==> src/rtl/opll_reg_pkg.sv <==
`default_nettype none

package opll_reg_pkg;

    //////////////////////////////
    // register map

    localparam int NUM_CH   = 9;
    localparam int NUM_SLOT = 18;                    // modulator + carrier per channel

    localparam logic [7:0] PATCH_LAST_ADDR = 8'h07;  // custom patch lives in 0x00..0x07
    localparam logic [3:0] BANK_FNUM       = 4'h1;   // fnum low byte
    localparam logic [3:0] BANK_CTRL       = 4'h2;   // fnum msb, block, key-on, sustain
    localparam logic [3:0] BANK_VOL        = 4'h3;   // volume and instrument
    localparam logic [3:0] CUSTOM_INST     = 4'h0;

    //////////////////////////////
    // types

    typedef enum logic {
        OP_MOD = 1'b0,
        OP_CAR = 1'b1
    } op_half_e;

    // one synchronized cpu write
    typedef struct packed {
        logic       addr_wr;
        logic       data_wr;
        logic [7:0] data;
    } bus_wr_t;

    typedef struct packed {
        logic [3:0] ch;
        op_half_e   half;
    } slot_t;

    // per operator fields, same order as the register bit layout
    typedef struct packed {
        logic       am;
        logic       pm;
        logic       etyp;
        logic       ksr;
        logic [3:0] mul;
        logic [1:0] ksl;
        logic [3:0] ar;
        logic [3:0] dr;
        logic [3:0] sl;
        logic [3:0] rr;
    } op_param_t;

    typedef struct packed {
        op_param_t  mod;
        op_param_t  car;
        logic [5:0] tl;   // modulator only
        logic       dc;
        logic       dm;
        logic [2:0] fb;
    } patch_t;

    typedef struct packed {
        logic [8:0] fnum;
        logic [2:0] block;
        logic       kon;
        logic       susen;
        logic [3:0] vol;
        logic [3:0] inst;
    } chan_t;

    typedef struct packed {
        op_param_t  op;
        logic [5:0] tl;
        logic       dc;
        logic       dm;
        logic [2:0] fb;
    } slot_param_t;

endpackage

`default_nettype wire
==> src/rtl/opll_reg_top.sv <==
`timescale 1ns/1ns
`default_nettype none

module opll_reg_top (
    input  wire                         i_EMUCLK,
    input  wire                         i_IC_n,
    input  wire                         i_CS_n,
    input  wire                         i_WR_n,
    input  wire                         i_A0,
    input  wire  [7:0]                  i_D,
    output opll_reg_pkg::slot_t         o_SLOT,
    output opll_reg_pkg::chan_t         o_CHAN,
    output opll_reg_pkg::slot_param_t   o_PARAM
);
    import opll_reg_pkg::*;

    bus_wr_t wr;
    slot_t   slot;
    slot_t   slot_z1;       // same slot as the chan record
    chan_t   chan;
    patch_t  custom_patch;
    patch_t  rom_patch;

    //////////////////////////////
    // blocks

    bus_sync u_bus_sync (
        .i_EMUCLK (i_EMUCLK),
        .i_IC_n   (i_IC_n),
        .i_CS_n   (i_CS_n),
        .i_WR_n   (i_WR_n),
        .i_A0     (i_A0),
        .i_D      (i_D),
        .o_wr     (wr)
    );

    slot_timer u_slot_timer (
        .i_EMUCLK (i_EMUCLK),
        .i_IC_n   (i_IC_n),
        .o_slot   (slot)
    );

    patch_reg u_patch_reg (
        .i_EMUCLK (i_EMUCLK),
        .i_IC_n   (i_IC_n),
        .i_wr     (wr),
        .o_patch  (custom_patch)
    );

    chan_reg u_chan_reg (
        .i_EMUCLK (i_EMUCLK),
        .i_IC_n   (i_IC_n),
        .i_wr     (wr),
        .i_slot   (slot),
        .o_chan   (chan)
    );

    inst_rom u_inst_rom (
        .i_EMUCLK (i_EMUCLK),
        .i_slot   (slot_z1),
        .i_inst   (chan.inst),
        .o_patch  (rom_patch)
    );

    param_select u_param_select (
        .i_EMUCLK (i_EMUCLK),
        .i_IC_n   (i_IC_n),
        .i_slot   (slot_z1),
        .i_chan   (chan),
        .i_custom (custom_patch),
        .i_rom    (rom_patch),
        .o_param  (o_PARAM)
    );

    //////////////////////////////
    // output alignment
    // params come out two cycles after the slot, chan record one

    always_ff @(posedge i_EMUCLK or negedge i_IC_n) begin
        if (!i_IC_n) begin
            slot_z1 <= '0;
            o_SLOT  <= '0;
            o_CHAN  <= '0;
        end else begin
            slot_z1 <= slot;
            o_SLOT  <= slot_z1;
            o_CHAN  <= chan;
        end
    end

endmodule

`default_nettype wire

==> src/rtl/param_select.sv <==
`timescale 1ns/1ns
`default_nettype none

module param_select (
    input  wire                         i_EMUCLK,
    input  wire                         i_IC_n,
    input  wire opll_reg_pkg::slot_t    i_slot,
    input  wire opll_reg_pkg::chan_t    i_chan,
    input  wire opll_reg_pkg::patch_t   i_custom,
    input  wire opll_reg_pkg::patch_t   i_rom,
    output opll_reg_pkg::slot_param_t   o_param
);
    import opll_reg_pkg::*;

    op_half_e   half_q;     // lines up with the rom row
    logic [3:0] vol_q;
    logic [3:0] inst_q;
    patch_t     src;

    always_ff @(posedge i_EMUCLK or negedge i_IC_n) begin
        if (!i_IC_n) begin
            half_q <= OP_MOD;
            vol_q  <= '0;
            inst_q <= '0;
        end else begin
            half_q <= i_slot.half;
            vol_q  <= i_chan.vol;
            inst_q <= i_chan.inst;
        end
    end

    always_comb begin
        src        = (inst_q == CUSTOM_INST) ? i_custom : i_rom;
        o_param.op = (half_q == OP_CAR) ? src.car : src.mod;
        o_param.tl = (half_q == OP_MOD) ? src.tl : {vol_q, 2'b00};  // carrier level from volume
        o_param.dc = src.dc;
        o_param.dm = src.dm;
        o_param.fb = src.fb;
    end

endmodule

`default_nettype wire

==> src/rtl/inst_rom.sv <==
`timescale 1ns/1ns
`default_nettype none

module inst_rom (
    input  wire                         i_EMUCLK,
    input  wire opll_reg_pkg::slot_t    i_slot,
    input  wire [3:0]                   i_inst,
    output opll_reg_pkg::patch_t        o_patch
);
    import opll_reg_pkg::*;

    logic [62:0] row_d;
    logic [62:0] row_q;

    //////////////////////////////
    // melodic patch table
    // TL_DC DM FB_AM PM ET KSR_MUL_KSL_AR_DR_SL_RR, pairs are mod then car

    always_comb begin
        case (i_inst)
            4'h0: row_d = '0;
            4'h1: row_d = 63'b011110_10111_00111110_00010001_0000_11010111_00001000_00000001_00000111;
            4'h2: row_d = 63'b011010_01101_00010010_00110001_0000_11011111_10000111_00100001_00110011;
            4'h3: row_d = 63'b011001_00000_00000010_00110001_1000_11111100_00100100_00010010_00010011;
            4'h4: row_d = 63'b001110_00111_00011110_00010001_0000_10100110_10000100_01110010_00000111;
            4'h5: row_d = 63'b011110_00110_00001110_00100001_0000_11100111_00000110_00000010_00001000;
            4'h6: row_d = 63'b010110_00101_00001110_00010010_0000_11100111_00000001_00000001_00001000;
            4'h7: row_d = 63'b011101_00111_00011100_00010001_0000_10001000_00100001_00010000_00000111;
            4'h8: row_d = 63'b101101_10100_00001100_00110001_0000_10100111_00100010_00000000_00000111;
            4'h9: row_d = 63'b011011_00110_00111100_00010001_0000_01100110_01000101_00010001_00000111;
            4'hA: row_d = 63'b001011_11000_00110100_00010001_0000_10001111_01010111_01110000_00010111;
            4'hB: row_d = 63'b000011_10001_00000010_00110001_1000_11111110_10100100_00010000_00000100;
            4'hC: row_d = 63'b100100_00111_01010010_01110001_0000_11111111_10001000_00100001_00100010;
            4'hD: row_d = 63'b001100_00101_00111001_00010000_0000_11001111_00100101_00100100_00000010;
            4'hE: row_d = 63'b010101_00011_00000000_00010001_0100_11001001_10010101_00000000_00110010;
            4'hF: row_d = 63'b001001_00011_00111000_00010001_1000_11111110_00010100_01000001_00000011;
        endcase
    end

    // one row serves both operators, so it is fetched on the modulator slot
    always_ff @(posedge i_EMUCLK) begin
        if (i_slot.half == OP_MOD) begin
            row_q <= row_d;
        end
    end

    //////////////////////////////
    // unpack row

    always_comb begin
        o_patch.tl       = row_q[62:57];
        o_patch.dc       = row_q[56];
        o_patch.dm       = row_q[55];
        o_patch.fb       = row_q[54:52];
        o_patch.mod.am   = row_q[51];
        o_patch.car.am   = row_q[50];
        o_patch.mod.pm   = row_q[49];
        o_patch.car.pm   = row_q[48];
        o_patch.mod.etyp = row_q[47];
        o_patch.car.etyp = row_q[46];
        o_patch.mod.ksr  = row_q[45];
        o_patch.car.ksr  = row_q[44];
        o_patch.mod.mul  = row_q[43:40];
        o_patch.car.mul  = row_q[39:36];
        o_patch.mod.ksl  = row_q[35:34];
        o_patch.car.ksl  = row_q[33:32];
        o_patch.mod.ar   = row_q[31:28];
        o_patch.car.ar   = row_q[27:24];
        o_patch.mod.dr   = row_q[23:20];
        o_patch.car.dr   = row_q[19:16];
        o_patch.mod.sl   = row_q[15:12];
        o_patch.car.sl   = row_q[11:8];
        o_patch.mod.rr   = row_q[7:4];
        o_patch.car.rr   = row_q[3:0];
    end

endmodule

`default_nettype wire

==> src/rtl/chan_reg.sv <==
`timescale 1ns/1ns
`default_nettype none

module chan_reg (
    input  wire                         i_EMUCLK,
    input  wire                         i_IC_n,
    input  wire opll_reg_pkg::bus_wr_t  i_wr,
    input  wire opll_reg_pkg::slot_t    i_slot,
    output opll_reg_pkg::chan_t         o_chan
);
    import opll_reg_pkg::*;

    logic [3:0] ch_q;
    logic [3:0] bank_q;
    logic       en_q;
    logic       bank_hit;
    logic [7:0] wd;
    chan_t      chan_mem [NUM_CH];

    assign wd       = i_wr.data;
    assign bank_hit = (wd[7:4] == BANK_FNUM) || (wd[7:4] == BANK_CTRL) ||
                      (wd[7:4] == BANK_VOL);

    //////////////////////////////
    // address latch

    always_ff @(posedge i_EMUCLK or negedge i_IC_n) begin
        if (!i_IC_n) begin
            ch_q   <= '0;
            bank_q <= '0;
            en_q   <= 1'b0;
        end else if (i_wr.addr_wr) begin
            ch_q   <= wd[3:0];
            bank_q <= wd[7:4];
            en_q   <= bank_hit && (wd[3:0] <= 4'(NUM_CH - 1));  // 0x19 and up ignored
        end
    end

    //////////////////////////////
    // nine channel array

    always_ff @(posedge i_EMUCLK or negedge i_IC_n) begin
        if (!i_IC_n) begin
            for (int i = 0; i < NUM_CH; i++) begin
                chan_mem[i] <= '0;
            end
        end else if (i_wr.data_wr && en_q) begin
            case (bank_q)
                BANK_FNUM: chan_mem[ch_q].fnum[7:0] <= wd;
                BANK_CTRL: begin
                    chan_mem[ch_q].fnum[8] <= wd[0];
                    chan_mem[ch_q].block   <= wd[3:1];
                    chan_mem[ch_q].kon     <= wd[4];
                    chan_mem[ch_q].susen   <= wd[5];
                end
                BANK_VOL: begin
                    chan_mem[ch_q].vol  <= wd[3:0];
                    chan_mem[ch_q].inst <= wd[7:4];
                end
                default: ;
            endcase
        end
    end

    // record of the current slot's channel, one cycle behind the slot
    always_ff @(posedge i_EMUCLK or negedge i_IC_n) begin
        if (!i_IC_n) begin
            o_chan <= '0;
        end else begin
            o_chan <= chan_mem[i_slot.ch];
        end
    end

endmodule

`default_nettype wire

==> src/rtl/patch_reg.sv <==
`timescale 1ns/1ns
`default_nettype none

module patch_reg (
    input  wire                         i_EMUCLK,
    input  wire                         i_IC_n,
    input  wire opll_reg_pkg::bus_wr_t  i_wr,
    output opll_reg_pkg::patch_t        o_patch
);
    import opll_reg_pkg::*;

    logic [2:0] addr_q;
    logic       addr_ok;    // last address hit 0x00..0x07
    logic [7:0] wd;

    assign wd = i_wr.data;

    //////////////////////////////
    // address latch

    always_ff @(posedge i_EMUCLK or negedge i_IC_n) begin
        if (!i_IC_n) begin
            addr_q  <= '0;
            addr_ok <= 1'b0;
        end else if (i_wr.addr_wr) begin
            addr_ok <= (wd <= PATCH_LAST_ADDR);
            if (wd[7:4] == 4'h0) begin
                addr_q <= wd[2:0];
            end
        end
    end

    //////////////////////////////
    // custom patch registers

    always_ff @(posedge i_EMUCLK or negedge i_IC_n) begin
        if (!i_IC_n) begin
            o_patch <= '0;
        end else if (i_wr.data_wr && addr_ok) begin
            case (addr_q)
                3'd0: {o_patch.mod.am, o_patch.mod.pm, o_patch.mod.etyp,
                       o_patch.mod.ksr, o_patch.mod.mul} <= wd;
                3'd1: {o_patch.car.am, o_patch.car.pm, o_patch.car.etyp,
                       o_patch.car.ksr, o_patch.car.mul} <= wd;
                3'd2: {o_patch.mod.ksl, o_patch.tl} <= wd;
                3'd3: begin
                    o_patch.car.ksl <= wd[7:6];
                    {o_patch.dc, o_patch.dm, o_patch.fb} <= wd[4:0];   // bit 5 unused
                end
                3'd4: {o_patch.mod.ar, o_patch.mod.dr} <= wd;
                3'd5: {o_patch.car.ar, o_patch.car.dr} <= wd;
                3'd6: {o_patch.mod.sl, o_patch.mod.rr} <= wd;
                3'd7: {o_patch.car.sl, o_patch.car.rr} <= wd;
            endcase
        end
    end

endmodule

`default_nettype wire

==> src/rtl/slot_timer.sv <==
`timescale 1ns/1ns
`default_nettype none

module slot_timer (
    input  wire                     i_EMUCLK,
    input  wire                     i_IC_n,
    output opll_reg_pkg::slot_t     o_slot
);
    import opll_reg_pkg::*;

    logic [4:0] slot_cnt;

    always_ff @(posedge i_EMUCLK or negedge i_IC_n) begin
        if (!i_IC_n) begin
            slot_cnt <= '0;
        end else if (slot_cnt == 5'(NUM_SLOT - 1)) begin
            slot_cnt <= '0;                 // frame wrap
        end else begin
            slot_cnt <= slot_cnt + 5'd1;
        end
    end

    // even slot is the modulator, odd the carrier of the same channel
    always_comb begin
        o_slot.ch   = slot_cnt[4:1];
        o_slot.half = slot_cnt[0] ? OP_CAR : OP_MOD;
    end

endmodule

`default_nettype wire

==> src/rtl/bus_sync.sv <==
`timescale 1ns/1ns
`default_nettype none

module bus_sync (
    input  wire                     i_EMUCLK,
    input  wire                     i_IC_n,
    input  wire                     i_CS_n,
    input  wire                     i_WR_n,
    input  wire                     i_A0,
    input  wire  [7:0]              i_D,
    output opll_reg_pkg::bus_wr_t   o_wr
);

    logic [1:0] cs_n_s;     // two flop chains
    logic [1:0] wr_n_s;
    logic [1:0] a0_s;
    logic [7:0] d_s0;
    logic [7:0] d_s1;
    logic       wr_prev;
    logic       wr_now;
    logic       wr_rise;

    always_ff @(posedge i_EMUCLK or negedge i_IC_n) begin
        if (!i_IC_n) begin
            cs_n_s <= 2'b11;
            wr_n_s <= 2'b11;
            a0_s   <= 2'b00;
        end else begin
            cs_n_s <= {cs_n_s[0], i_CS_n};
            wr_n_s <= {wr_n_s[0], i_WR_n};
            a0_s   <= {a0_s[0], i_A0};
        end
    end

    always_ff @(posedge i_EMUCLK) begin
        d_s0 <= i_D;
        d_s1 <= d_s0;
    end

    assign wr_now  = ~(cs_n_s[1] | wr_n_s[1]);
    assign wr_rise = wr_now & ~wr_prev;     // once per strobe-low period

    // pulse and data leave together, data held until the next write
    always_ff @(posedge i_EMUCLK or negedge i_IC_n) begin
        if (!i_IC_n) begin
            wr_prev <= 1'b0;
            o_wr    <= '0;
        end else begin
            wr_prev      <= wr_now;
            o_wr.addr_wr <= wr_rise & ~a0_s[1];
            o_wr.data_wr <= wr_rise & a0_s[1];
            if (wr_rise) begin
                o_wr.data <= d_s1;
            end
        end
    end

endmodule

`default_nettype wire

==> config.mk <==
export PLATFORM = sky130hd
export DESIGN_NAME = opll_reg_top
export DESIGN_NICKNAME = d
export VERILOG_FILES = /design/src/rtl/opll_reg_pkg.sv /design/src/rtl/opll_reg_top.sv /design/src/rtl/param_select.sv /design/src/rtl/inst_rom.sv /design/src/rtl/chan_reg.sv /design/src/rtl/patch_reg.sv /design/src/rtl/slot_timer.sv /design/src/rtl/bus_sync.sv
export SDC_FILE = /design/constraint.sdc
export NUM_CORES = 1
export LEC_CHECK = 0
export BUFFER_PORTS_ARGS = -buffer_cell sky130_fd_sc_hd__buf_2
export CAP_MARGIN = 30
export CELL_PAD_IN_SITES_DETAIL_PLACEMENT = 1
export CELL_PAD_IN_SITES_GLOBAL_PLACEMENT = 1
export CORE_MARGIN = 1
export CORE_UTILIZATION = 52
export DETAILED_ROUTE_END_ITERATION = 7
export PLACE_DENSITY = 0.81
export SYNTH_ARGS = -nofsm -noshare
export SYNTH_HDL_FRONTEND = slang
export SYNTH_SLANG_ARGS = --single-unit
==> constraint.sdc <==
create_clock -name i_EMUCLK -period 2.13 [get_ports i_EMUCLK]
set_input_delay 0.213 -clock i_EMUCLK [delete_from_list [all_inputs] [get_ports i_EMUCLK]]
set_output_delay 0.213 -clock i_EMUCLK [all_outputs]
set_load 0.05 [all_outputs]
---- After elaboration in Yosys (flattened, before gate mapping) ----
Memories as Yosys holds them, arrays and structs flattened. A register that Yosys moved wholly into a read port is not among the register bits.
Index checks and enable logic that the tools add are counted.
word-level totals
  flip-flop bits (word level) ............. 429
  ROM bits ................................ 848
  output and inout port bits .............. 64
  memories ................................ 1
cells by class
  $add $sub $neg .......................... 1
  $lt $le $gt $ge ......................... 5
  equal/unequal tests ..................... 14
  mux-type cells .......................... 30
  bitwise operators ....................... 9
  reduce and logical (&&, ||, !) cells .... 21
memory list
  memory            depth  width  rd ports  clocked after Yosys merged registers in  wr ports  line            text
  (name not given)  16     53     1         1                                        0         inst_rom.sv:20  case (i_inst)
operators by type and width
  cell                   count
  $bwmux W198            7
  $demux W22 S4          7
  $pmux W198 S3          1
  $bmux W22 S4           1
  $mux W22               3
  $mux W63               1
  $mux W26               1
  $mux W21               1
  $reduce_and A2 Y1      10
  $eq A4 B2 Y1 const B   4
  $mux W13               1
  $eq A3 B3 Y1 const B   4
  $ge A5 B5 Y1 const B   2
  $mux W10               1
  $not A4 Y5             2
  $mux W9                1
  $eq A4 B1 Y1 const B   2
  $le A8 B3 Y1 const B   1
  $logic_not A4 Y1       2
  $mux W8                1
  $eq A3 B2 Y1 const B   2
  $mux W6                1
  $add A5 B1 Y5 const B  1
  $eq A5 B5 Y1 const B   1
  14 further kinds       22

---- Logic depth before layout (Yosys ltp) ----
Gate-level depths: netlist of the first run.
  word-level depth ........................ 10
  depth in mapped cells ................... 8
  gate-level depth less buffers ........... 5

---- Modules after synthesis ----
A second synthesis of the first run with hierarchy kept.
second synthesis, totals
  cells, all modules ...................... 1221
  area total of the unflattened synthesis .. 18682.9 um^2
modules (own cells, without submodules)
  module        instances  cells each  area an instance (um^2)  seq. area each (um^2)
  chan_reg      1          691         10382.5                  5730.5
  inst_rom      1          214         2643.8                   1531.5
  patch_reg     1          153         2593.7                   1676.6
  param_select  1          65          1151.1                   225.2
  bus_sync      1          45          874.6                    750.7
  opll_reg_top  1          32          800.8                    800.8
  slot_timer    1          21          236.5                    125.1

---- Least setup slack after synthesis of the first run ----
No wires, ideal clock.
  path kind ............................... reg2out
  from .................................... register u_param_select.inst_q[1]
  to ...................................... output port o_PARAM[28] in the netlist's numbering
  data arrival time ....................... 2.659 ns
  data required time ...................... 1.917 ns
  slack ................................... -0.742 ns
  stages on the path, launching flop included .. 6
  buffers on the path ..................... 2
  cell sequence ........................... dfrtp_1 -> nor4_4 -> buf_6 -> buf_6 -> mux2i_1 -> o21ai_0
RTL lines
  element                 line                text
  from (decl)             param_select.sv:17  logic [3:0] inst_q;
  from (signal assigned)  param_select.sv:28  inst_q <= i_chan.inst;
  to (decl)               opll_reg_top.sv:13  output opll_reg_pkg::slot_param_t o_PARAM

==> summary.md, run 1 <==
| Metric | Value |
|---|---|
| Gpl congestion | 0.893 |
| DRC viols | 0 |
| Core footprint | 0.0338 mm2 |
| Crit-path cells | nor4_4 > buf_6 > buf_12 > mux4_2 > buf_6 |
| First-pass GRT wire length | 77800 um |
| Yosys cell types | 52 |
| Multi-input gate area in the final layout | 0.00722 mm2 |
| Setup WS post-layout | -525 ps |
| Setup Total Neg Slack | -15840 ps |
| Routed vias | 11500 |
| DR WL/cell | 29.4 um |
| Tot GR Track Use | 29.1% |
| Number of global-route vias before repair | 12700 |
| Fin area | 0.0215 mm2 |
| Post-place setup slack | 71.5 ps |
| Post-Syn Instances | 1232 |
| Rel. slew slack | 41.6% |
| Share of cells above drive strength 1 | 48.5% |
| CTS buffer count | 43 |
| Fin crit period | 2660 ps |
| Synth warn | 0 |
| Post-synthesis sequential area ratio | 59.2% |
| Placed cell area | 0.0193 mm2 |
| Antenna violations before repair | 1 |
| PD cells | 830 mW/mm2 |
| DIE HEIGHT | 188 um |
| Worst-margin pin slew | 877 ps |
| Fin crit share | 125% |
| CTS tree | built |
| Final Core Density | 63.6% |
| Chip Width | 188 um |
| Final hold viol count | 0 |
| Slowest stage delay, CP | 550 ps |
| Max clock buf depth | 3 |
| Leakage power | 10.3 nW |
| Diode count | 0 |
| Async set or reset register ratio after synthesis | 83.9% |
| # fillers | 3004 |
| Status | complete, but fails checks |
| RSZ-0062 raised after global routing | yes |
| Antenna-violating nets left | 0 |
| H-tree Lvls | 2 |
| Drt first pass iters | 4 |
| Reg area | 0.0106 mm2 |
| Min-Delay Path Class | input port to async pin |
| Row cnt | 67 |
| Failing checks | negative setup slack |
| Largest net degree at the start of global routing | 69 |
| Max-capacitance violation count | 0 |
| Worst-skew pair later-pin latency | 560 ps |
| VDD IR max | 782 uV |
| Syn_nets | 1258 |
| FMAX | 377 MHz |
| Vias per inst | 6.24 |
| Routed wire length | 54000 um |
| Type of origin of the critical path | register |
| Number of setup violations in the final report | 37 |
| WP data arrival | 2440 ps |
| Top cell by count, worst path | buf_6 |
| Nets | 1381 |
| EDFF count, synth | 51 |
| Number of synthesized register bits | 417 |
| Sum of net half-perimeters after detailed placement | 29000 um |
| Post-Synthesis Mean Instance Area | 14.6 um2 |
| Reg clk slew, reported paths | 70 ps |
| CP Max Fanout | 7 |
| Slew Viols, Final | 0 |
| Number of top-level pins | 77 |
| Starting density of the core | 53.1% |
| Dominant synthesized flop cell | dfrtp_1 |
| IO Port Bufs | 76 |
| Worst path slowest cell | mux4_2 |
| Clock Skew | 14.5 ps |
| Total grt overflow | 0 |
| WP data required | 1920 ps |
| Synth-to-layout area growth | 19.8% |
| Drt initial violations | 842 |
| Setup CP Type | register to output pin |
| Die area | 0.0353 mm2 |
| Post-Syn Area | 0.0179 mm2 |
| Clock Sink Count | 417 |
| Root buffer cell | clkbuf_16 |
| Critical Path Sink Type | output pin |
-- where the power goes --
part           internal [W]  switching (W)
logic              0.000572       0.000892
registers           0.00829       0.000405
clock network       0.00442        0.00327
total                0.0133        0.00457
-- path summary, 6_finish.rpt --
kind / startpoint / to / cells after the start / slack (ps)
setup / recovery: u_param_select.inst_q[3] / o_PARAM[26] / 5 / -530
hold / removal: i_IC_n / u_chan_reg.chan_mem[100] / 2 / 170
setup reg to reg: u_chan_reg.ch_q[0] / u_chan_reg.chan_mem[158] / 3 / 60
hold reg to reg: u_bus_sync.d_s0[4] / u_bus_sync.d_s1[4] / 0 / 330
max in group asynchronous: i_IC_n / u_patch_reg.o_patch[47] / 3 / 1170
min in group i_EMUCLK: i_D[1] / u_bus_sync.d_s0[1] / 2 / 310
-- logic make-up (layout without fill, tap and decap cells) --
kind of cell    Yosys count  after routing  share of synthesized area, %
fa+ha+maj                13             13                         0.906
buf+inv                  99            255                          2.46
flops                   417            417                          59.2
simple gates            210            211                          7.17
xor+xnor                  1              1                        0.0488
compound gates          110            110                          3.83
mux                     382            382                          26.4
-- worst max-delay path: cells and delay by family (launching register included) --
| family | cells | cell delay (ps) |
|---|---|---|
| buffers and inverters | 3 | 530 |
| multiplexers | 1 | 550 |
| flip-flops | 1 | 440 |
| AND/OR/NAND/NOR | 1 | 350 |
-- timing repair --
item | CTS | global route
endpoints found under the setup margin | 37 | 37
setup buffers | 7 | 3
endpoints found under the hold margin | 151 | 0
gates resized for setup | 97 | 50
gates cloned | 3 | 2
pin swaps | 9 | 8
hold buffers | 12 | 0
-- cell usage in the layout (no fill, tap or decap), types with 10 or more instances in the layout --
master           n
buf_2           38
buf_12          15
mux2_2         325
a21oi_1         18
edfxtp_1        51
o21ai_0         15
nand3_1         19
buf_6           36
clkbuf_16       46
nand2_1         61
dfxtp_1         16
dlygate4sd3_1   12
ha_1            13
o22ai_1         24
nor2_1          44
buf_4           52
o31ai_1         24
mux2i_4         13
mux4_2          41
dfrtp_1        340
clkinv_2        14
buf_8           10
-- cell usage after synthesis (all sizes together), types with 10 or more instances --
master | count | share of area, %
a21oi | 20 | 0.56
buf | 29 | 1.0
clkbuf | 60 | 1.3
dfrtp | 346 | 48
dfxtp | 16 | 1.8
edfxtp | 51 | 8.5
ha | 13 | 0.91
inv | 10 | 0.21
mux2 | 325 | 20
mux2i | 16 | 0.89
mux4 | 41 | 5.1
nand2 | 72 | 1.5
nand3 | 19 | 0.53
nand4b | 10 | 0.80
nor2 | 46 | 0.96
o21ai | 22 | 0.61
o22ai | 24 | 0.84
o31ai | 24 | 1.0
-- through the flow --
| step | total power (W) | hold WS [ps] | instances |
|---|---|---|---|
| floorplan | 0.00951 | -82.6 | 1232 |
| global placement | 0.0100 | 154 | 1731 |
| detailed placement | 0.0101 | 154 | 1731 |
| CTS | 0.0177 | 181 | 1832 |
| global route | 0.0183 | 195 | 1837 |
| finish | 0.0179 | 173 | 1837 |
-- metal layers --
metal / global-route usage (%) / share of wire [%]
met1: 37.1 / 40
met2: 50.1 / 51
met3: 4.47 / 4.7
met4: 11.2 / 4.0
met5: 0 / 0.030
-- state kept, by name (all words and copies together) (netlist names), 3 cells and up --
signal and cells:
o_CHAN 14, u_patch_reg.o_patch 63, u_chan_reg.ch_q 4, u_patch_reg.addr_q 3
u_bus_sync.d_s0 8, o_SLOT 4, u_bus_sync.o_wr 10, u_param_select.inst_q 4
u_chan_reg.o_chan 22, u_param_select.vol_q 4, u_chan_reg.bank_q 4, u_chan_reg.chan_mem 198
u_inst_rom.row_q 51, slot_z1 5, u_slot_timer.slot_cnt 5, u_bus_sync.d_s1 8
-- layout make-up --
class | count | share of cell area, %
Clock buffer | 61 | 5.94
Clock inverter | 18 | 0.640
Inverter | 10 | 0.175
Multi-Input combinational cell | 717 | 33.6
Sequential cell | 417 | 49.4
Tap cell | 448 | 2.61
Timing Repair Buffer | 166 | 7.61
No activity file was read; power rests on OpenSTA's default activity.
==> run 2, diff against run 1 <==
--- a/config.mk
+++ b/config.mk
@@ -5,12 +5,13 @@
 export SDC_FILE = /design/constraint.sdc
 export NUM_CORES = 1
 export LEC_CHECK = 0
+export ABC_AREA = 1
 export BUFFER_PORTS_ARGS = -buffer_cell sky130_fd_sc_hd__buf_2
 export CAP_MARGIN = 30
 export CELL_PAD_IN_SITES_DETAIL_PLACEMENT = 1
 export CELL_PAD_IN_SITES_GLOBAL_PLACEMENT = 1
 export CORE_MARGIN = 1
-export CORE_UTILIZATION = 52
+export CORE_UTILIZATION = 47
 export DETAILED_ROUTE_END_ITERATION = 7
 export PLACE_DENSITY = 0.81
 export SYNTH_ARGS = -nofsm -noshare
==> run 2 against run 1 <==
Against the previous run: the run still ends with negative setup slack left; highest routed layer is now met4; design area increased by 3.5%; power is 1.2% higher; largest power group unchanged; sequential power down 3.4%; synthesized cell count rose by 86%; critical path type unchanged.
==> summary.md, run 2 <==
| Metric | Value |
|---|---|
| Synth top area share | 46.3% (-2.0 points) |
| Worst-skew pair later-pin latency | 600 ps (+40 ps) |
| Multi-input gate area in the final layout | 0.00697 mm2 (-3.5%) |
| Simple-gate portion of the synthesized area | 24.5% (+17 points) |
| CTS tree | built |
| VDD IR max | 487 uV (-38%) |
| Most numerous cell in the Yosys netlist | nand2_1 |
| Reg clk slew, reported paths | 70 ps (about the same) |
| Dpl cells | 2836 (+64%) |
| Clock Sink Count | 417 (unchanged) |
| H-tree Lvls | 2 (unchanged) |
| PD cells | 812 mW/mm2 (-2.3%) |
| Min-Delay Path Class | input port to async pin |
| DRC viols | 0 (unchanged) |
| WP data required | 1920 ps (about the same) |
| Reg area | 0.0106 mm2 (about the same) |
| R2r worst-path depth | 4 (+1) |
| Status | complete, but fails checks |
| Root buffer cell | clkbuf_16 |
| Fin crit share | 106% (-18 points) |
| Fin crit period | 2260 ps (-391 ps) |
| Commonest cells after routing, fill and taps aside | 827 x nand2_1, 344 x dfrtp_1, 230 x inv_1, 228 x o21ai_0, 183 x nand3_1 |
| Drt first pass iters | 5 (+1) |
| CTS buffer count | 45 (+4.7%) |
| Diode count | 0 (unchanged) |
| Routed wire length | 63800 um (+18%) |
| Yosys cell types | 37 (-29%) |
| Post-Synthesis Mean Instance Area | 8.15 um2 (-44%) |
| Gpl congestion | 0.915 (+2.4%) |
| Antenna-violating nets left | 0 (unchanged) |
| Syn_nets | 2323 (+85%) |
| Worst-margin pin slew | 780 ps (-96.5 ps) |
| Type of origin of the critical path | register |
| Critical Path Sink Type | output pin |
| Number of setup violations in the final report | 36 (-2.7%) |
| Setup WS post-layout | -135 ps (+391 ps) |
| Async set or reset register ratio after synthesis | 83.9% (unchanged) |
| FMAX | 442 MHz (+17%) |
| Vias per inst | 5.61 (-10%) |
| Share of cells above drive strength 1 | 14.1% (-34 points) |
| Leakage power | 10.9 nW (+5.3%) |
| Fin area | 0.0223 mm2 (+3.5%) |
| Setup CP Type | register to output pin |
| Total grt overflow | 0 (unchanged) |
| Max-capacitance violation count | 0 (unchanged) |
| Number of top-level pins | 77 (unchanged) |
| EDFF count, synth | 51 (unchanged) |
| CP top delay family | flip-flops |
| Post-Syn Instances | 2297 (+86%) |
| Tot GR Track Use | 32.2% (+3.1 points) |
| Post-synthesis adder-cell area fraction | 0.869% (-0.037 points) |
| Chip Width | 202 um (+7.3%) |
| Top cells by area, synth | dfrtp_1 46%, nand2_1 17%, edfxtp_1 8.2%, o21ai_0 7.7%, nand3_1 4.9% |
| Max clock buf depth | 3 (unchanged) |
| RSZ-0062 raised after global routing | yes |
| Antenna violations before repair | 0 (-1) |
| Post-Syn Area | 0.0187 mm2 (+4.3%) |
| Clock Skew | 22.7 ps (+8.20 ps) |
| Area fraction in compound gates after synthesis | 9.74% (+5.9 points) |
| Slew Viols, Final | 0 (unchanged) |
| Sum of net half-perimeters after detailed placement | 39900 um (+37%) |
| Top cell by count, worst path | o21ai_2 |
| IO Port Bufs | 76 (unchanged) |
| DR WL/cell | 21.7 um (-26%) |
| Slowest stage delay, CP | 410 ps (-140 ps) |
| Final non-filler cell total | 2937 (+60%) |
| CP Max Fanout | 13 (+6) |
| Largest reg by FF count | u_chan_reg.chan_mem |
| Mux share of post-synthesis cell area | 0.301% (-26 points) |
| Dominant synthesized flop cell | dfrtp_1 |
| Routed vias | 16500 (+44%) |
| Number of synthesized register bits | 417 (unchanged) |
| Setup Total Neg Slack | -2800 ps (+13030 ps) |
| Biggest regs | u_chan_reg.chan_mem: 198 flops, u_patch_reg.o_patch: 63 flops, u_inst_rom.row_q: 51 flops |
| Max reg flops | 198 (unchanged) |
| Final hold viol count | 0 (unchanged) |
| Crit-path cells | nor2_4 > nand2_4 > buf_12 > a21oi_1 > o21ai_2 > o21ai_2 > buf_6 |
| Synth-to-layout area growth | 19.0% |
| # fillers | 4555 (+52%) |
| Die area | 0.0406 mm2 (+15%) |
| Synth warn | 0 (unchanged) |
| Post-place setup slack | 115 ps (+43.6 ps) |
| Worst path slowest cell | dfrtp_1 |
| Row cnt | 72 (+7.5%) |
| Number of global-route vias before repair | 17700 (+40%) |
| Crit path buffers/inverters | 2 (-1) |
| Most common cell after layout, fill and taps aside | nand2_1 |
| Post-synthesis sequential area ratio | 56.7% (-2.4 points) |
| Fin Hold WS | 148 ps (-25.3 ps) |
| Nets | 2409 (+74%) |
| Largest family of logic cells by synthesized area | simple AND/OR/NAND/NOR gates |
| Xor-xnor portion of the synthesized cell area | 0.0936% (+0.045 points) |
| Failing checks | negative setup slack |
| Leading area contributor after synthesis | dfrtp_1 |
| WP data arrival | 2050 ps (-390 ps) |
| Rel. slew slack | 47.9% (+6.3 points) |
| Starting density of the core | 48.1% (-5.0 points) |
| First-pass GRT wire length | 101000 um (+30%) |
| Placed cell area | 0.0200 mm2 (+3.8%) |
| Drt initial violations | 1218 (+45%) |
| Leading cell types by count after synthesis | 830 x nand2_1, 346 x dfrtp_1, 288 x o21ai_0 |
| Worst path depth | 7 (+2) |
| Largest net degree at the start of global routing | 67 (-2.9%) |
| Core footprint | 0.0389 mm2 (+15%) |
| DIE HEIGHT | 202 um (+7.3%) |
==> run 2: changes by cell type in the layout (fill, tap and decap cells not counted), sizes merged, moves of 23 or more <==
cell / change
mux4: -41
mux2: -320
nor2: +53
o31ai: -23
nand3: +164
inv: +228
a21oi: +36
o21ai: +267
nand2: +765
==> run 2: logic make-up (layout without fill, tap and decap cells) <==
logic type / count (synthesis) / in the layout
and+or+nand+nor: 1132 / 1132
DFF: 417 / 417
buffers and inverters: 370 / 492
AOI/OAI and AO/OA: 358 / 358
adders and majority gates: 13 / 13
muxes: 5 / 5
xor gates and xnor gates: 2 / 2
==> run 2: report_power, final <==
group / switching, W / internal [W] / leakage [nW] / total (W)
clock network: 0.00349 / 0.00482 / 0.758 / 0.00831
registers: 0.000167 / 0.00823 / 5.28 / 0.00840
logic: 0.00105 / 0.000306 / 4.85 / 0.00135
==> run 2: per-stage QoR <==
step                util (%)  total power (W)
floorplan                  -          0.00909
global placement        51.4          0.00971
detailed placement      51.4          0.00976
CTS                     57.1           0.0181
global route            57.2           0.0186
finish                  57.2           0.0181
==> run 2: timing repair <==
item | in CTS | in global routing
setup endpoints to repair | 37 | 37
endpoints found under the hold margin | 86 | 0
pin swaps | 3 | 0
resized for setup | 158 | 5
gates cloned | 2 | 1
hold buffers | 12 | 0
buffers inserted | 3 | 0
==> run 2: worst paths after layout <==
path / slack (ps) / from / to
hold / removal: 150 / i_IC_n / o_SLOT[3]
hold reg to reg: 330 / u_bus_sync.d_s0[5] / u_bus_sync.d_s1[5]
setup / recovery: -130 / u_param_select.inst_q[3] / o_PARAM[16]
setup reg to reg: 190 / u_bus_sync.o_wr[8] / u_patch_reg.o_patch[6]
min in group i_EMUCLK: 260 / i_D[7] / u_bus_sync.d_s0[7]
max in group asynchronous: 1200 / i_IC_n / u_param_select.inst_q[1]
==> run 2: final cells by class <==
class	count	share of cell area, %
sequential	417	47.7
multi-input combinational	1510	31.3
timing repair buffer	171	7.01
clock buffer	60	5.82
inverter	238	4.01
tap	518	2.91
clock inverter	23	1.21
==> run 2: routing by layer <==
metal	part of all wire, %	GRT usage [%]
met3	5.3	4.03
met1	42	42.1
met5	0	0
met2	48	53.7
met4	4.3	14.5
==> run 2: worst reg2reg max path: stages (launching register included) <==
cell and delay (ps):
dfrtp_1 370, nand2_1 110, nor2_1 310, nand2_1 550, o21ai_0 480
==> run 3, diff against run 2 <==
--- a/config.mk
+++ b/config.mk
@@ -14,6 +14,7 @@
 export CORE_UTILIZATION = 47
 export DETAILED_ROUTE_END_ITERATION = 7
 export PLACE_DENSITY = 0.81
+export SKIP_CTS_REPAIR_TIMING = 1
 export SYNTH_ARGS = -nofsm -noshare
 export SYNTH_HDL_FRONTEND = slang
 export SYNTH_SLANG_ARGS = --single-unit
==> run 3 against run 2 <==
Against the previous run: the run still ends with negative setup slack left; final cell count about the same; clock skew down 4.3 ps; hold slack worse by 2.0 ps; routed wire length down 2.8%; maximum frequency down 3.6%; first-iteration DRC count up 0.57%; count of clock-buffer cells in the layout unchanged; register-to-register slack about the same; flip-flop and latch count unchanged; non-clock buffer count down 2; combinational power about the same; critical path depth unchanged.
==> summary.md, run 3 (same netlist as run 2, synthesis figures left out) <==
| Metric | Value |
|---|---|
| Status | complete, but fails checks |
| Failing checks | negative setup slack |
| CTS tree | built |
| Max clock buf depth | 3 (unchanged) |
| Leakage power | 10.8 nW (-0.43%) |
| Worst-margin pin slew | 763 ps (-17.2 ps) |
| Post-place setup slack | 115 ps (unchanged) |
| DRC viols | 0 (unchanged) |
| Largest reg by FF count | u_chan_reg.chan_mem |
| Chip Width | 202 um (unchanged) |
| Setup WS post-layout | -220 ps (-85.7 ps) |
| Nets | 2407 (-0.083%) |
| DR WL/cell | 21.1 um (-2.8%) |
| Share of cells above drive strength 1 | 12.6% (-1.5 points) |
| Commonest cells after routing, fill and taps aside | 830 x nand2_1, 344 x dfrtp_1, 243 x o21ai_0, 230 x inv_1, 183 x nand3_1 |
| Clock Sink Count | 417 (unchanged) |
| WP data arrival | 2140 ps (+90 ps) |
| Min-Delay Path Class | input port to async pin |
| CP Max Fanout | 13 (unchanged) |
| Synth-to-layout area growth | 17.6% |
| DIE HEIGHT | 202 um (unchanged) |
| Antenna-violating nets left | 0 (unchanged) |
| Reg2reg setup slack | 180 ps (about the same) |
| Reg2reg start | u_bus_sync.o_wr[8] |
| Starting density of the core | 48.1% (unchanged) |
| Biggest regs | u_chan_reg.chan_mem: 198 flops, u_patch_reg.o_patch: 63 flops, u_inst_rom.row_q: 51 flops |
| Setup Total Neg Slack | -4870 ps (-2060 ps) |
| Slew Viols, Final | 0 (unchanged) |
| Root buffer cell | clkbuf_16 |
| Fin crit share | 110% (+4.0 points) |
| RSZ-0062 raised after global routing | yes |
| Max-capacitance violation count | 0 (unchanged) |
| CTS buffer count | 45 (unchanged) |
| Number of global-route vias before repair | 17400 (-1.9%) |
| VDD IR max | 484 uV (-0.52%) |
| Row cnt | 72 (unchanged) |
| Worst-skew pair later-pin latency | 590 ps (about the same) |
| Type of origin of the critical path | register |
| Reg-to-reg endpoint | u_patch_reg.o_patch[6] |
| WP data required | 1920 ps (about the same) |
| Max reg flops | 198 (unchanged) |
| Reg clk slew, reported paths | 70 ps (about the same) |
| Diode count | 0 (unchanged) |
| Gpl congestion | 0.915 (unchanged) |
| Die area | 0.0406 mm2 (unchanged) |
| IO Port Bufs | 76 (unchanged) |
| Routed wire length | 62000 um (-2.8%) |
| H-tree Lvls | 2 (unchanged) |
| Antenna violations before repair | 0 (unchanged) |
| Clock Skew | 18.4 ps (-4.31 ps) |
| Tot GR Track Use | 30.8% (-1.4 points) |
| Fin crit period | 2350 ps (+85.7 ps) |
| Critical Path Sink Type | output pin |
| Final hold viol count | 0 (unchanged) |
| Setup CP Type | register to output pin |
| Largest net degree at the start of global routing | 67 (unchanged) |
| CP Launch Point | u_param_select.inst_q[3] |
| Vias per inst | 5.56 (-0.91%) |
| Number of setup violations in the final report | 37 (+2.8%) |
| Routed vias | 16300 (-0.98%) |
| Number of top-level pins | 77 (unchanged) |
| Most common cell after layout, fill and taps aside | nand2_1 |
| First-pass GRT wire length | 97400 um (-3.8%) |
| Rel. slew slack | 49.1% (+1.2 points) |
| R2r worst-path depth | 4 (unchanged) |
| Total grt overflow | 0 (unchanged) |
| Core footprint | 0.0389 mm2 (unchanged) |
| FMAX | 425 MHz (-3.6%) |
| Drt initial violations | 1225 (+0.57%) |
| Sum of net half-perimeters after detailed placement | 39900 um (unchanged) |
| PD cells | 818 mW/mm2 (+0.76%) |
| Drt first pass iters | 5 (unchanged) |
## run 3: cell count changes in the layout (fill, tap and decap cells not counted), moves of 6 or more
cell,change
buf_4,+6
o21ai_1,+12
o21ai_0,+15
o21ai_2,-22
buf_6,-9
## run 3: area by class of cell
type | instances | area (um2)
multi-input cells | 1510 | 6800
inverters | 238 | 893
fillers | 4604 | 16900
repair buffers | 169 | 1480
clock inverters | 23 | 269
well taps | 518 | 648
flip-flops and latches | 417 | 10600
clock buffers | 60 | 1300
## run 3: per-layer routing
layer	share of wire [%]	track usage, %
met5	0	0
met4	3.7	13.3
met3	4.9	3.81
met2	48	50.8
met1	43	41.0
## run 3: through the flow
step	hold WS (ps)	instance area, um2	total power [W]	std cells	util (%)
final	146	22000	0.0180	2935	56.6
after global routing	186	22000	0.0185	2935	56.6
after CTS	-452	21600	0.0180	2919	55.4
after detailed placement	175	20000	0.00976	2836	51.4
after global placement	173	20000	0.00971	2836	51.4
after floorplan	-82.6	18800	0.00909	2297	-
## run 3: report_power, final
group	internal, W	switching, W	leakage [nW]
Sequential	0.00823	0.000148	5.28
Combinational	0.000299	0.00103	4.80
Clock	0.00482	0.00347	0.758
Total	0.0134	0.00465	10.8
## run 3: how the worst max path moves through the flow
stage / end / slack [ps] / cells past startpoint
floorplan: o_PARAM[19] / 8 / 6
global placement: o_PARAM[27] / 240 / 7
detailed placement: o_PARAM[18] / 120 / 7
CTS: o_PARAM[18] / -540 / 7
global route: o_PARAM[20] / -270 / 7
finish: o_PARAM[20] / -220 / 7
## run 3: worst max-delay path: stages, from the launching register on
cell and delay [ps]:
dfrtp_1 420, nor2_4 190, nand2_4 160, buf_12 190, a21oi_1 140, o21ai_0 140
o21ai_2 80, buf_4 210
